--- src/testCtlPkg.sv ---
// shared widths, types and constants for the test-control block
// imported with a wildcard in each module header

package testCtlPkg;

   // --------------------------------------------------
   // sizes
   // --------------------------------------------------
   localparam int memWords   = 256;
   localparam int lineWords  = 16;   // one 128-byte print line
   localparam int lineBytes  = 128;
   localparam int byteLanes  = 8;    // lanes per memory word
   localparam int laneBits   = 8;
   localparam int pcCmpBits  = 30;   // low PC bits that are compared
   localparam int stuckLimit = 500;

   // print terminators
   localparam logic [7:0] charNul = 8'h00;
   localparam logic [7:0] charLf  = 8'h0A;
   localparam logic [7:0] charCr  = 8'h0D;

   // lane masks
   localparam logic [7:0] wordMaskLo = 8'h0F;
   localparam logic [7:0] wordMaskHi = 8'hF0;
   localparam logic [7:0] fullMask   = 8'hFF;

   // --------------------------------------------------
   // types
   // --------------------------------------------------
   typedef logic [10:0] byteAddrT;
   typedef logic [7:0]  wordAddrT;
   typedef logic [63:0] dataT;
   typedef logic [7:0]  maskT;
   typedef logic [7:0]  charT;
   typedef logic [63:0] pcT;
   typedef logic [$clog2(stuckLimit + 1)-1:0] repeatCntT;

   typedef enum logic [1:0] {
      sizeByte,
      sizeHalf,
      sizeWord,
      sizeDouble
   } accessSizeT;

   typedef enum logic [1:0] {
      scanIdle,
      scanRead,    // issuing reads and draining
      scanDrain    // all reads issued
   } scanStateT;

endpackage

--- src/hostAccessUnit.sv ---
// host port for sized reads and writes of 8, 16, 32 and 64 bits
// one command outstanding; response comes 2 cycles after the strobe

`timescale 1ns/1ps

module hostAccessUnit import testCtlPkg::*; (
   input  logic       dvtFlags,
   input  logic       pcFail,
   // host command
   input  logic       cmdStrobe,
   input  logic       cmdWrite,
   input  accessSizeT cmdSize,
   input  byteAddrT   cmdAddr,
   input  dataT       cmdData,
   output logic       rspValid,
   output dataT       rspData,
   // memory master
   output logic       req,
   output logic       writeEn,
   output wordAddrT   wordAddr,
   output maskT       mask,
   output dataT       wrData,
   input  logic       grant,
   input  logic       rdValid,
   input  dataT       rdData
);

   logic       busyQ;
   logic       writeQ;
   accessSizeT sizeQ;
   byteAddrT   addrQ;
   dataT       dataQ;
   dataT       laneData;   // addressed lane, zero-extended

   // --------------------------------------------------
   // command register
   // --------------------------------------------------
   always_ff @(posedge dvtFlags or posedge pcFail) begin
      if (pcFail) begin
         busyQ <= 1'b0;
      end else if (cmdStrobe) begin
         busyQ <= 1'b1;
      end else if (grant) begin
         busyQ <= 1'b0;
      end
   end

   always_ff @(posedge dvtFlags) begin
      if (cmdStrobe) begin
         writeQ <= cmdWrite;
         sizeQ  <= cmdSize;
         addrQ  <= cmdAddr;
         dataQ  <= cmdData;
      end
   end

   assign req      = busyQ;
   assign writeEn  = writeQ;
   assign wordAddr = addrQ[10:3];

   // --------------------------------------------------
   // lane masks, replication and extraction
   // --------------------------------------------------
   always_comb begin
      case (sizeQ)
         sizeByte: begin
            mask     = maskT'(1) << addrQ[2:0];
            wrData   = {8{dataQ[7:0]}};
            laneData = dataT'(rdData[{addrQ[2:0], 3'b000} +: 8]);
         end
         sizeHalf: begin
            mask     = maskT'(2'b11) << {addrQ[2:1], 1'b0};
            wrData   = {4{dataQ[15:0]}};
            laneData = dataT'(rdData[{addrQ[2:1], 4'b0000} +: 16]);
         end
         sizeWord: begin
            mask     = addrQ[2] ? wordMaskHi : wordMaskLo;
            wrData   = {2{dataQ[31:0]}};
            laneData = dataT'(addrQ[2] ? rdData[63:32] : rdData[31:0]);
         end
         default: begin   // double
            mask     = fullMask;
            wrData   = dataQ;
            laneData = rdData;
         end
      endcase
   end

   // writes answer on the same schedule, with zero data
   assign rspValid = rdValid;
   assign rspData  = writeQ ? '0 : laneData;

endmodule

--- config.mk ---
export PLATFORM = sky130hd
export DESIGN_NAME = hostAccessUnit
export DESIGN_NICKNAME = d
export VERILOG_FILES = /design/src/testCtlPkg.sv /design/src/hostAccessUnit.sv
export SDC_FILE = /design/constraint.sdc
export NUM_CORES = 1
export LEC_CHECK = 0
export CORE_MARGIN = 2
export CORE_UTILIZATION = 40
export DETAILED_ROUTE_END_ITERATION = 7
export DONT_BUFFER_PORTS = 1
export PLACE_DENSITY = 0.53
export REMOVE_ABC_BUFFERS = 1
export SYNTH_ARGS = -nofsm -noshare
export SYNTH_HDL_FRONTEND = slang
export SYNTH_SLANG_ARGS = --single-unit
export TNS_END_PERCENT = 50
--- constraint.sdc ---
create_clock -name dvtFlags -period 1.95 [get_ports dvtFlags]
set_input_delay 0.2925 -clock dvtFlags [delete_from_list [all_inputs] [get_ports dvtFlags]]
set_output_delay 0.2925 -clock dvtFlags [all_outputs]
set_load 0.01 [all_outputs]
Word level (Yosys, flattened, before mapping)
Index checks and enable logic that the tools add are counted.
{"block": "classes", "n_mul": 0, "eq_ne": 2, "n_shift": 4, "mux": 8, "order_cmp": 0, "add_sub_neg": 0, "n_reduce_logical": 2, "bitwise_logic": 0, "div_mod_pow": 0}
{"op": "64-bit case mux with 3 select lines", "n": 2}
{"op": "64-bit two-way mux", "n": 1}
{"op": "64-bit by 7-bit indexed part select with 16-bit output", "n": 1}
{"op": "64-bit by 7-bit indexed part select with 8-bit output", "n": 1}
{"op": "32-bit two-way mux", "n": 1}
{"op": "8-bit case mux with 3 select lines", "n": 1}
{"op": "8-bit two-way mux", "n": 1}
{"op": "1-bit by 3-bit left shift with 8-bit output, first input constant", "n": 1}
{"op": "2-bit by 3-bit left shift with 8-bit output, first input constant", "n": 1}
{"op": "2-bit by 1-bit equality test with 1-bit output, second input constant", "n": 1}
{"op": "2-bit equality test, second input constant", "n": 1}
{"op": "2-bit zero test", "n": 1}
{"op": "1-bit two-way mux", "n": 2}
{"op": "2-bit nonzero test", "n": 1}
{"block": "totals", "word_cells": 21, "rom_bits": 0, "ramBits": 0, "ff_bits": 79, "in_bits": 147, "latchBits": 0, "out_inout_bits": 147, "mem_count": 0}

Logic depth before layout (Yosys ltp)
Gate-level depths: netlist of run 1.
{"block": "depth", "word_depth": 3, "ltp_mapped": 8, "ltp_nobuf": 4}

Worst setup path before layout of run 1
Ideal clock, no wire load.
{"block": "synth_timing", "path_type": "reg-to-output", "startpoint": "register addrQ[2]", "endpoint": "output rspData[7]", "arrival_ps": 1708, "path_buffers": 2, "path_stages_with_launch": 7, "t_required_ps": 1657, "setup_slack_ps": -51, "cell_sequence": "edfxtp_1 -> buf_2 -> or4b_1 -> buf_2 -> o22ai_1 -> a21oi_1 -> a41oi_1"}
{"block": "synth_between", "elab_chain_cells": 3, "word_cells_on_any_way": 5, "classes_between": "shift (2); mux (3)"}
{"item": "start: declaration", "line": "hostAccessUnit.sv:31", "text": "byteAddrT addrQ;"}
{"item": "start signal: assignment", "line": "hostAccessUnit.sv:52", "text": "addrQ <= cmdAddr;"}
{"item": "64-bit by 7-bit indexed part select with 16-bit output, or another cell as far along", "line": "hostAccessUnit.sv:74", "text": "laneData = dataT'(rdData[{addrQ[2:1], 4'b0000} +: 16]);"}
{"item": "64-bit case mux with 3 select lines (*)", "line": "hostAccessUnit.sv:65", "text": "case (sizeQ)"}
{"item": "64-bit two-way mux (*)", "line": "hostAccessUnit.sv:91", "text": "assign rspData = writeQ ? '0 : laneData;"}
{"item": "end: declaration", "line": "hostAccessUnit.sv:16", "text": "output dataT rspData,"}
Every way passes the cells marked *; elsewhere a longest branch is shown, timed or not.

Worst setup path in the final report of run 1
{"block": "layout_timing", "startpoint": "register sizeQ[1]", "endpoint": "output rspData[6]"}
{"block": "layout_between", "elab_chain_cells": 3, "word_cells_on_any_way": 5, "classes_between": "eq/ne (2); mux (2); reduce/logical (1)"}
{"item": "start: declaration", "line": "hostAccessUnit.sv:30", "text": "accessSizeT sizeQ;"}
{"item": "start signal: assignment", "line": "hostAccessUnit.sv:51", "text": "sizeQ <= cmdSize;"}
{"item": "2-bit equality test, or another cell as far along", "line": "hostAccessUnit.sv:65"}
{"item": "64-bit case mux with 3 select lines (*)", "line": "hostAccessUnit.sv:65"}
{"item": "64-bit two-way mux (*)", "line": "hostAccessUnit.sv:91"}
Marked as above.

==> impl_metrics.csv, run 1 <==
group,metric,value,unit
logic_synthesis,netlist_instances,455,
critical_path,r2r-end,"req$_DFFE_PP0P_",
hold_path,hold_path.class,"in -> reg",
power_and_ir_drop,ir_drop,0.591,mV
global_routing,grt_remaining_overflow,0,
place,dp_hpwl,11500,um
place,post-place-ws,-0.0742,ns
clock_network,clockBufferDepth,2,
hold_path,min_delay_path_depth,1,
power_and_ir_drop,total_power,5.35,mW
critical_path,r2r_slack,1.26,ns
clock_network,htree_levels,3,
sta,setup_ws,-0.462,ns
logic_synthesis,ys_seq_area_share,48.5,%
routing,ant_nets,0,
routing,drt_wl_total,17200,um
finish,drive_gt1_share,55.9,%
global_routing,grt_pass1_vias,4081,
routing,drc_errors,0,
place,io_buffers,0,
critical_path,crit_required,1.66,ns
critical_path,crit_path_start_kind,"register",
run_status,status,"complete, but fails checks",
floorplan,die-area,13100,sq um
sta,drv_slew,0,
power_and_ir_drop,power_leakage,2.72,nW
place,gp_congestion,0.936,
critical_path,r2r_cells,1,
finish,multiInputGateArea,2840,sq um
floorplan,core_area,12000,sq um
sta,fin_crit_sh,124,%
critical_path,critPathKind,"reg -> out",
clock_network,cts_buffers,9,
routing,dr.pass1.iters,5,
sta,fin_tns_setup,-22.43,ns
finish,seq_area,2370,sq um
sta,fin_hold_ws,0.0460,ns
sta,clock-skew-final,0,ns
routing,num_vias,4176,
logic_synthesis,synth_edf_count,78,
logic_synthesis,ys_ff_latch,79,
hold_path,hold-path-endpoint,"req$_DFFE_PP0P_",
place,placed_area,5260,sq um
critical_path,arrival,2.12,ns
sta,min_period,2.41,ns
global_routing,grt_antenna_before_repair,1,
clock_network,cts_root_buf,"clkbuf_16",
critical_path,r2r-start,"req$_DFFE_PP0P_",
run_status,failed_checks,"negative setup slack",
logic_synthesis,syn_area_per_cell,10.7,sq um
floorplan,die_x,114,um
floorplan,start_util,40.8,%
logic_synthesis,synthesis.area,4880,sq um
clock_network,cts_sinks,79,
finish,design_area,6990,sq um
routing,wire_per_inst,25.1,um
finish,synthToLayoutAreaGrowth,43.4,%
sta,tightest_slew,0.375,ns
floorplan,num_rows,40,
logic_synthesis,async_flop_share,1.27,%
sta,finalSetupViolCount,116,
logic_synthesis,synth_cell_types,41,
sta,hold_viol_final,0,
critical_path,crit_slowest_cell,"edfxtp_1",
floorplan,io_pins,294,
hold_path,hold_start,"cmdStrobe",
global_routing,grt_max_degree,80,
sta,grt_setup_unrepaired,"yes",
finish,final_nets,677,
critical_path,path_cells,"buf_6, buf_12, nand4bb_1, buf_6, buf_4, o22ai_2, a221oi_2, a31oi_1, buf_4",
critical_path,cp_slowest_stage_delay,0.41,ns
global_routing,grt_pass1_wl,23500,um
floorplan,die_h,114,um
run,maxCapViolCount,0,
power_and_ir_drop,power.density,765,nW/um^2
global_routing,grtUsageTotal,24.2,%
sta,fmaxAchievable,415,MHz
routing,drtIter0Drc,242,
logic_synthesis,yosysWarnings,0,
critical_path,critPathMaxFanout,6,
logic_synthesis,synth_ff_type,"edfxtp_1",
critical_path,setup.worst_path.end_class,"output pin",
routing,viasPerCell,6.11,
sta,max_slew_margin,75.0,%
clock_network,clk_latency,0.34,ns
clock_network,tritoncts,"yes",
finish,fillCellCount,980,
clock_network,cts.clk_slew.worst_paths,0.06,ns
## worst max-delay path: cells and delay by family, from the launching register on
kind | cells | cell delay (ns)
compound gates | 3 | 0.43
buf+inv | 5 | 0.76
flops | 1 | 0.41
simple gates | 1 | 0.18
## cell usage in the layout, fill, tap and decap left out, drive strengths merged
| cell | Yosys | layout |
|---|---|---|
| or4 | 1 | 1 |
| mux2 | 37 | 37 |
| nor3 | 1 | 1 |
| nand4bb | 1 | 1 |
| a211oi | 8 | 8 |
| dfrtp | 1 | 1 |
| or4b | 1 | 1 |
| a21oi | 51 | 51 |
| o21ai | 2 | 2 |
| nand2 | 35 | 35 |
| nor4 | 3 | 3 |
| edfxtp | 78 | 78 |
| inv | 14 | 17 |
| bufbuf | 0 | 1 |
| nand3 | 8 | 8 |
| o22ai | 8 | 8 |
| a22oi | 16 | 16 |
| nor3b | 1 | 1 |
| nor2b | 6 | 6 |
| a31oi | 7 | 7 |
| diode | 0 | 1 |
| clkinv | 0 | 3 |
| mux2i | 34 | 34 |
| bufinv | 0 | 1 |
| nor2 | 33 | 33 |
| o21a | 1 | 1 |
| buf | 36 | 112 |
| nand2b | 2 | 2 |
| dlygate4sd3 | 0 | 1 |
| a41oi | 1 | 1 |
| a21o | 1 | 1 |
| a221o | 8 | 8 |
| a22o | 1 | 1 |
| clkbuf | 15 | 10 |
| and2 | 37 | 37 |
| a221oi | 7 | 7 |
## power breakdown
part | switching (mW) | internal [mW] | total [mW]
sequential | 0.0949 | 2.02 | 2.12
combinational | 0.781 | 0.744 | 1.53
clock | 0.700 | 1.01 | 1.71
total | 1.58 | 3.77 | 5.35
## sequential cells by signal, summed over array words and instances (netlist names)
signal,flops
addrQ,11
req,1
sizeQ,2
dataQ,64
writeEn,1
## through the flow
stage,util [%],instances
floorplan,-,404
global placement,43.9,614
detailed placement,43.9,614
CTS,53.0,651
global route,58.4,682
finish,58.5,683
## cells in the mapped netlist, types with 4 or more instances
| library cell | n | area, sq um |
|---|---|---|
| a211oi_1 | 8 | 60.1 |
| a21oi_1 | 51 | 255 |
| a221o_1 | 8 | 80.1 |
| a221oi_1 | 7 | 61.3 |
| a22oi_1 | 16 | 120 |
| a31oi_1 | 7 | 43.8 |
| and2_1 | 34 | 213 |
| buf_2 | 13 | 65.1 |
| buf_4 | 18 | 135 |
| buf_6 | 4 | 45.0 |
| clkbuf_1 | 15 | 56.3 |
| edfxtp_1 | 78 | 2340 |
| inv_1 | 11 | 41.3 |
| mux2_2 | 37 | 417 |
| mux2i_1 | 34 | 340 |
| nand2_1 | 35 | 131 |
| nand3_1 | 8 | 40.0 |
| nor2_1 | 32 | 120 |
| nor2b_1 | 5 | 31.3 |
| o22ai_1 | 8 | 50.1 |
## cell families after synthesis
logic type / Yosys count / synth area share, %
simple gates: 129 / 14.0
compound gates: 111 / 14.6
flops: 79 / 48.5
mux: 71 / 15.5
buf+inv: 65 / 7.34
## repair_timing
item,CTS,global route
gates resized for setup,130,113
endpoints found under the hold margin,1,0
gates cloned,5,1
hold buffers,1,0
endpoints found under the setup margin,107,123
pin swaps,6,55
buffers inserted,15,39
## worst max-delay path by stage
| stage | startpoint | slack, ns | to |
|---|---|---|---|
| floorplan | sizeQ[1]$_DFFE_PP_ | -1.60 | rspData[32] |
| global placement | sizeQ[0]$_DFFE_PP_ | -0.01 | rspData[7] |
| detailed placement | sizeQ[0]$_DFFE_PP_ | -0.07 | rspData[7] |
| CTS | sizeQ[0]$_DFFE_PP_ | -0.41 | rspData[5] |
| global route | sizeQ[1]$_DFFE_PP_ | -0.52 | rspData[3] |
| finish | sizeQ[1]$_DFFE_PP_ | -0.46 | rspData[6] |
## layout make-up
class                      count  area share, %
clock buffer                   9           3.22
sequential                    79           33.9
multi-input combinational    311           40.7
antenna                        1         0.0358
inverter                      14          0.931
tap                          147           2.63
clock inverter                 7           1.11
timing repair buffer         115           17.6
## per-layer routing
metal / vias up / track usage [%] / wire length (um)
met5: - / 0 / 0
met4: 0 / 10.7 / 529
met3: 46 / 7.46 / 1540
met2: 279 / 44.6 / 9190
met1: 2029 / 25.0 / 5910
li1: 1822 / - / -
Power figures use the tool's default switching activity.
==> run 2, diff against run 1 <==
--- a/config.mk
+++ b/config.mk
@@ -5,6 +5,7 @@
 export SDC_FILE = /design/constraint.sdc
 export NUM_CORES = 1
 export LEC_CHECK = 0
+export CORE_ASPECT_RATIO = 0.8
 export CORE_MARGIN = 2
 export CORE_UTILIZATION = 40
 export DETAILED_ROUTE_END_ITERATION = 7
==> run 2 against run 1 <==
Compared with the run above: the run still ends with negative setup slack left; design area shrank 13%; critical path depth shrank 3; sequential power is essentially flat; critical endpoint is now rspData[7]; highest routed layer unchanged.
==> impl_metrics.csv, run 2 (same netlist as run 1, synthesis figures left out) <==
group,metric,value,unit
run_status,status,"complete, but fails checks",
run_status,failed_checks,"negative setup slack",
sta,setup_ws,-0.390,ns
finish,largest-register,"dataQ",
floorplan,num_rows,36,
routing,wire_per_inst,23.0,um
sta,min_period,2.34,ns
power_and_ir_drop,combPwrFrac,23.3,%
power_and_ir_drop,total_power,4.95,mW
finish,design_area,6100,sq um
routing,ant_nets,0,
critical_path,arrival,2.05,ns
place,gp_congestion,0.860,
finish,fillCellCount,1065,
power_and_ir_drop,power.density,811,nW/um^2
floorplan,die_h,103,um
clock_network,cts_buffers,9,
power_and_ir_drop,swShare,28.9,%
floorplan,core_area,12000,sq um
sta,hold_viol_final,0,
global_routing,grt_pass1_wl,20300,um
global_routing,grt_remaining_overflow,0,
clock_network,cts_sinks,79,
sta,tightest_slew,0.473,ns
clock_network,cts.clk_slew.worst_paths,0.06,ns
sta,fmaxAchievable,427,MHz
clock_network,clk_latency,0.33,ns
power_and_ir_drop,p_seq_share,42.6,%
finish,largest_reg_flops,64,
place,io_buffers,0,
routing,dr.pass1.iters,4,
power_and_ir_drop,power_switching,1.43,mW
finish,final_cell_mix,"edfxtp_1, buf_4, mux2_2, nand2_1",
sta,fin_hold_ws,0.0490,ns
critical_path,r2r_cells,1,
finish,diodes,0,
floorplan,start_util,40.6,%
global_routing,grt_pass1_vias,3566,
global_routing,grtUsageTotal,20.4,%
floorplan,die-area,13100,sq um
finish,largestRegisters,"dataQ x64, addrQ x11, sizeQ x2",
critical_path,crit_required,1.66,ns
finish,drive_gt1_share,40.0,%
critical_path,setup.worst_path.end_class,"output pin",
critical_path,critPathKind,"reg -> out",
hold_path,hold_start,"cmdData[55]",
place,placed_area,5130,sq um
finish,final_nets,627,
critical_path,critPathMaxFanout,6,
routing,drtIter0Drc,172,
routing,drt_wl_total,14700,um
sta,grt_setup_unrepaired,"yes",
clock_network,clockBufferDepth,2,
floorplan,die_x,127,um
power_and_ir_drop,ir_drop,0.492,mV
place,dp_hpwl,10700,um
power_and_ir_drop,clockPowerShare,34.1,%
critical_path,cp-startpoint,"sizeQ[0]$_DFFE_PP_",
routing,drc_errors,0,
routing,num_vias,3789,
finish,fin_cells,637,
clock_network,htree_levels,3,
sta,fin_crit_sh,120,%
floorplan,io_pins,294,
power_and_ir_drop,power_leakage,2.23,nW
sta,max_slew_margin,68.4,%
finish,synthToLayoutAreaGrowth,25.0,%
place,placed_cells,602,
routing,viasPerCell,5.95,
sta,drv_slew,0,
clock_network,tritoncts,"yes",
sta,finalSetupViolCount,98,
global_routing,grt_antenna_before_repair,0,
critical_path,r2r-start,"req$_DFFE_PP0P_",
hold_path,hold_path.class,"in -> reg",
run,maxCapViolCount,0,
hold_path,min_delay_path_depth,0,
finish,layout_commonest_cell,"edfxtp_1",
critical_path,crit_path_start_kind,"register",
sta,clock-skew-final,0,ns
power_and_ir_drop,internal-power,3.51,mW
global_routing,grt_max_degree,80,
clock_network,cts_root_buf,"clkbuf_16",
[run 2: changes by cell type in the layout (fill, tap and decap cells not counted), sizes merged]
cell / change
buf: -48
bufbuf: -1
clkbuf: -1
clkinv: -1
clkinvlp: +1
diode: -1
[run 2: path summary, 6_finish.rpt]
check / endpoint / slack [ns]
max: rspData[7] / -0.39
min: dataQ[55]$_DFFE_PP_ / 0.05
max reg2reg: req$_DFFE_PP0P_ / 1.26
min reg2reg: req$_DFFE_PP0P_ / 0.56
min in group asynchronous: req$_DFFE_PP0P_ / 0.24
max in group asynchronous: req$_DFFE_PP0P_ / 1.62
[run 2: final cells by class]
cell class | count | area (sq um) | share of cell area (%)
clock inverters | 7 | 77.6 | 1.27
clock buffers | 9 | 225 | 3.69
inverters | 14 | 52.6 | 0.862
well taps | 152 | 190 | 3.12
multi-input cells | 311 | 2540 | 41.7
repair buffers | 65 | 638 | 10.5
flip-flops and latches | 79 | 2370 | 38.8
[run 2: per-stage QoR]
step                utilization, %  worst slack (ns)  setup TNS (ns)
floorplan                        -             -1.60         -102.63
global placement              42.7            -0.321           -2.62
detailed placement            42.7            -0.289           -2.50
CTS                           48.0            -0.389          -20.71
global route                  50.7            -0.471          -25.69
finish                        50.7            -0.390          -16.01
[run 2: routing by layer]
| metal | up-vias | wire (um) | track usage, % |
|---|---|---|---|
| li1 | 1725 | - | - |
| met1 | 1851 | 6220 | 26.2 |
| met2 | 198 | 7060 | 32.2 |
| met3 | 15 | 1190 | 8.20 |
| met4 | 0 | 183 | 5.58 |
| met5 | - | 0 | 0 |
[run 2: power by group through the flow]
stage	Sequential [mW]	Clock [mW]	Combinational [mW]
global placement	2.13	0	0.952
global route	2.12	1.80	1.23
finish	2.11	1.69	1.15
CTS	2.11	1.75	1.06
floorplan	2.18	0	0.615
detailed placement	2.14	0	0.959
[run 2: critical path, stage by stage (launching register included)]
cell	delay, ns
edfxtp_1	0.51
or4b_4	0.59
buf_8	0.17
nor2_2	0.08
o21ai_1	0.07
a41oi_2	0.15
buf_4	0.14
[run 2: repair_timing]
action | 4_1_cts | 5_1_grt
hold buffers | 1 | 0
gates cloned | 1 | 0
setup buffers | 7 | 10
pin swaps | 18 | 9
setup endpoints to repair | 109 | 113
hold endpoints to repair | 1 | 0
resized for setup | 66 | 50
==> run 3, diff against run 2 <==
--- a/config.mk
+++ b/config.mk
@@ -15,4 +15,4 @@
 export SYNTH_ARGS = -nofsm -noshare
 export SYNTH_HDL_FRONTEND = slang
 export SYNTH_SLANG_ARGS = --single-unit
-export TNS_END_PERCENT = 50
+export TNS_END_PERCENT = 30
==> run 3 against run 2 <==
Compared with the run above: the flow still finishes with violations (negative setup slack); global-route usage unchanged; non-clock buffer count unchanged; die area unchanged; critical endpoint unchanged; worst setup slack improved by 0.0029 ns; critical path depth unchanged; critical path type unchanged; design area unchanged.
==> impl_metrics.csv, run 3 (same netlist as run 1, synthesis figures left out) <==
group,metric,value,unit
sta,tightest_slew,0.471,ns
clock_network,cts_buffers,9,
floorplan,core_area,12000,sq um
finish,layout_commonest_cell,"edfxtp_1",
place,placed_area,5130,sq um
sta,min_period,2.34,ns
finish,final_nets,627,
global_routing,grt_remaining_overflow,0,
place,io_buffers,0,
routing,num_vias,3773,
critical_path,cpLargestDelayFamily,"simple AND/OR/NAND/NOR gates",
finish,fin_cells,637,
place,dp_hpwl,10700,um
floorplan,io_pins,294,
clock_network,clk_latency,0.33,ns
critical_path,r2r_cells,1,
critical_path,crit_required,1.66,ns
sta,clock-skew-final,0,ns
critical_path,path_cells,"or4b_4, buf_8, nor2_2, o21ai_1, a41oi_2, buf_4",
finish,diodes,0,
global_routing,grt_max_degree,80,
global_routing,grtUsageTotal,20.4,%
critical_path,crit_path_start_kind,"register",
finish,largest_reg_flops,64,
critical_path,crit_cells,6,
clock_network,cts_sinks,79,
critical_path,arrival,2.04,ns
critical_path,crit_buf_inv,2,
place,gp_congestion,0.860,
finish,synthToLayoutAreaGrowth,25.0,%
sta,max_slew_margin,68.5,%
sta,drv_slew,0,
global_routing,grt_pass1_wl,20300,um
clock_network,htree_levels,3,
critical_path,critPathKind,"reg -> out",
run_status,status,"complete, but fails checks",
finish,multiInputGateArea,2540,sq um
finish,largestRegisters,"dataQ x64, addrQ x11, sizeQ x2",
clock_network,clockBufferDepth,2,
power_and_ir_drop,power_leakage,2.23,nW
finish,fillCellCount,1065,
sta,finalSetupViolCount,98,
run_status,failed_checks,"negative setup slack",
critical_path,crit_slowest_cell,"or4b_4",
hold_path,hold_path.class,"in -> reg",
finish,design_area,6100,sq um
floorplan,die-area,13100,sq um
sta,hold_viol_final,0,
clock_network,cts_root_buf,"clkbuf_16",
sta,grt_setup_unrepaired,"yes",
sta,setup_ws,-0.387,ns
routing,wire_per_inst,23.1,um
finish,largest-register,"dataQ",
finish,postLayoutCoreUtil,50.7,%
routing,ant_nets,0,
finish,final_cell_mix,"edfxtp_1, buf_4, mux2_2, nand2_1",
hold_path,min_delay_path_depth,0,
floorplan,num_rows,36,
routing,viasPerCell,5.92,
place,placed_cells,602,
sta,fin_crit_sh,120,%
place,post-place-ws,-0.289,ns
finish,drive_gt1_share,40.0,%
sta,fmaxAchievable,428,MHz
routing,drtIter0Drc,194,
finish,seq_area,2370,sq um
clock_network,tritoncts,"yes",
critical_path,critPathMaxFanout,6,
power_and_ir_drop,power.density,812,nW/um^2
critical_path,cp_slowest_stage_delay,0.59,ns
floorplan,die_h,103,um
routing,drt_wl_total,14700,um
floorplan,die_x,127,um
floorplan,start_util,40.6,%
global_routing,grt_pass1_vias,3566,
run,maxCapViolCount,0,
critical_path,setup.worst_path.end_class,"output pin",
power_and_ir_drop,ir_drop,0.494,mV
routing,dr.pass1.iters,4,
global_routing,grt_antenna_before_repair,0,
routing,drc_errors,0,
clock_network,cts.clk_slew.worst_paths,0.06,ns
==> run 3: stage by stage <==
stage | hold WS (ns) | TNS (ns) | power (mW)
detailed placement | 0.0259 | -2.50 | 3.10
global route | 0.0282 | -25.69 | 5.15
floorplan | 0.0212 | -102.63 | 2.80
global placement | 0.0249 | -2.62 | 3.09
finish | 0.0493 | -16.58 | 4.95
CTS | 0.0315 | -20.71 | 4.91
==> run 3: layout make-up <==
type	instances	area share, %
clock inverters	7	1.27
repair buffers	65	10.5
well taps	152	3.12
inverters	14	0.862
flip-flops and latches	79	38.8
multi-input cells	311	41.7
clock buffers	9	3.69
==> run 3: worst paths after layout <==
| check | start | end | slack (ns) |
|---|---|---|---|
| min reg2reg | req$_DFFE_PP0P_ | req$_DFFE_PP0P_ | 0.56 |
| max reg2reg | req$_DFFE_PP0P_ | req$_DFFE_PP0P_ | 1.26 |
| min | cmdAddr[6] | addrQ[6]$_DFFE_PP_ | 0.05 |
| min in group asynchronous | pcFail | req$_DFFE_PP0P_ | 0.24 |
| max in group asynchronous | pcFail | req$_DFFE_PP0P_ | 1.62 |
| max | sizeQ[0]$_DFFE_PP_ | rspData[7] | -0.39 |
==> run 3: repair_timing <==
| action | in CTS | in global routing |
|---|---|---|
| pin swaps | 18 | 9 |
| gates resized for setup | 66 | 50 |
| setup endpoints to repair | 109 | 113 |
| setup buffers | 7 | 10 |
| hold buffers | 1 | 0 |
| hold endpoints to repair | 1 | 0 |
| cloned | 1 | 0 |
==> run 3: metal layers <==
metal / wire, um / share of wire [%] / track usage (%)
met5: 0 / 0 / 0
met1: 6150 / 42 / 26.2
met3: 1320 / 9.0 / 8.20
met2: 7040 / 48 / 32.2
met4: 182 / 1.2 / 5.58
==> run 3: power breakdown <==
group / internal (mW) / switching [mW] / total, mW
Sequential: 2.02 / 0.0856 / 2.11
Combinational: 0.490 / 0.662 / 1.15
Clock: 1.00 / 0.686 / 1.69
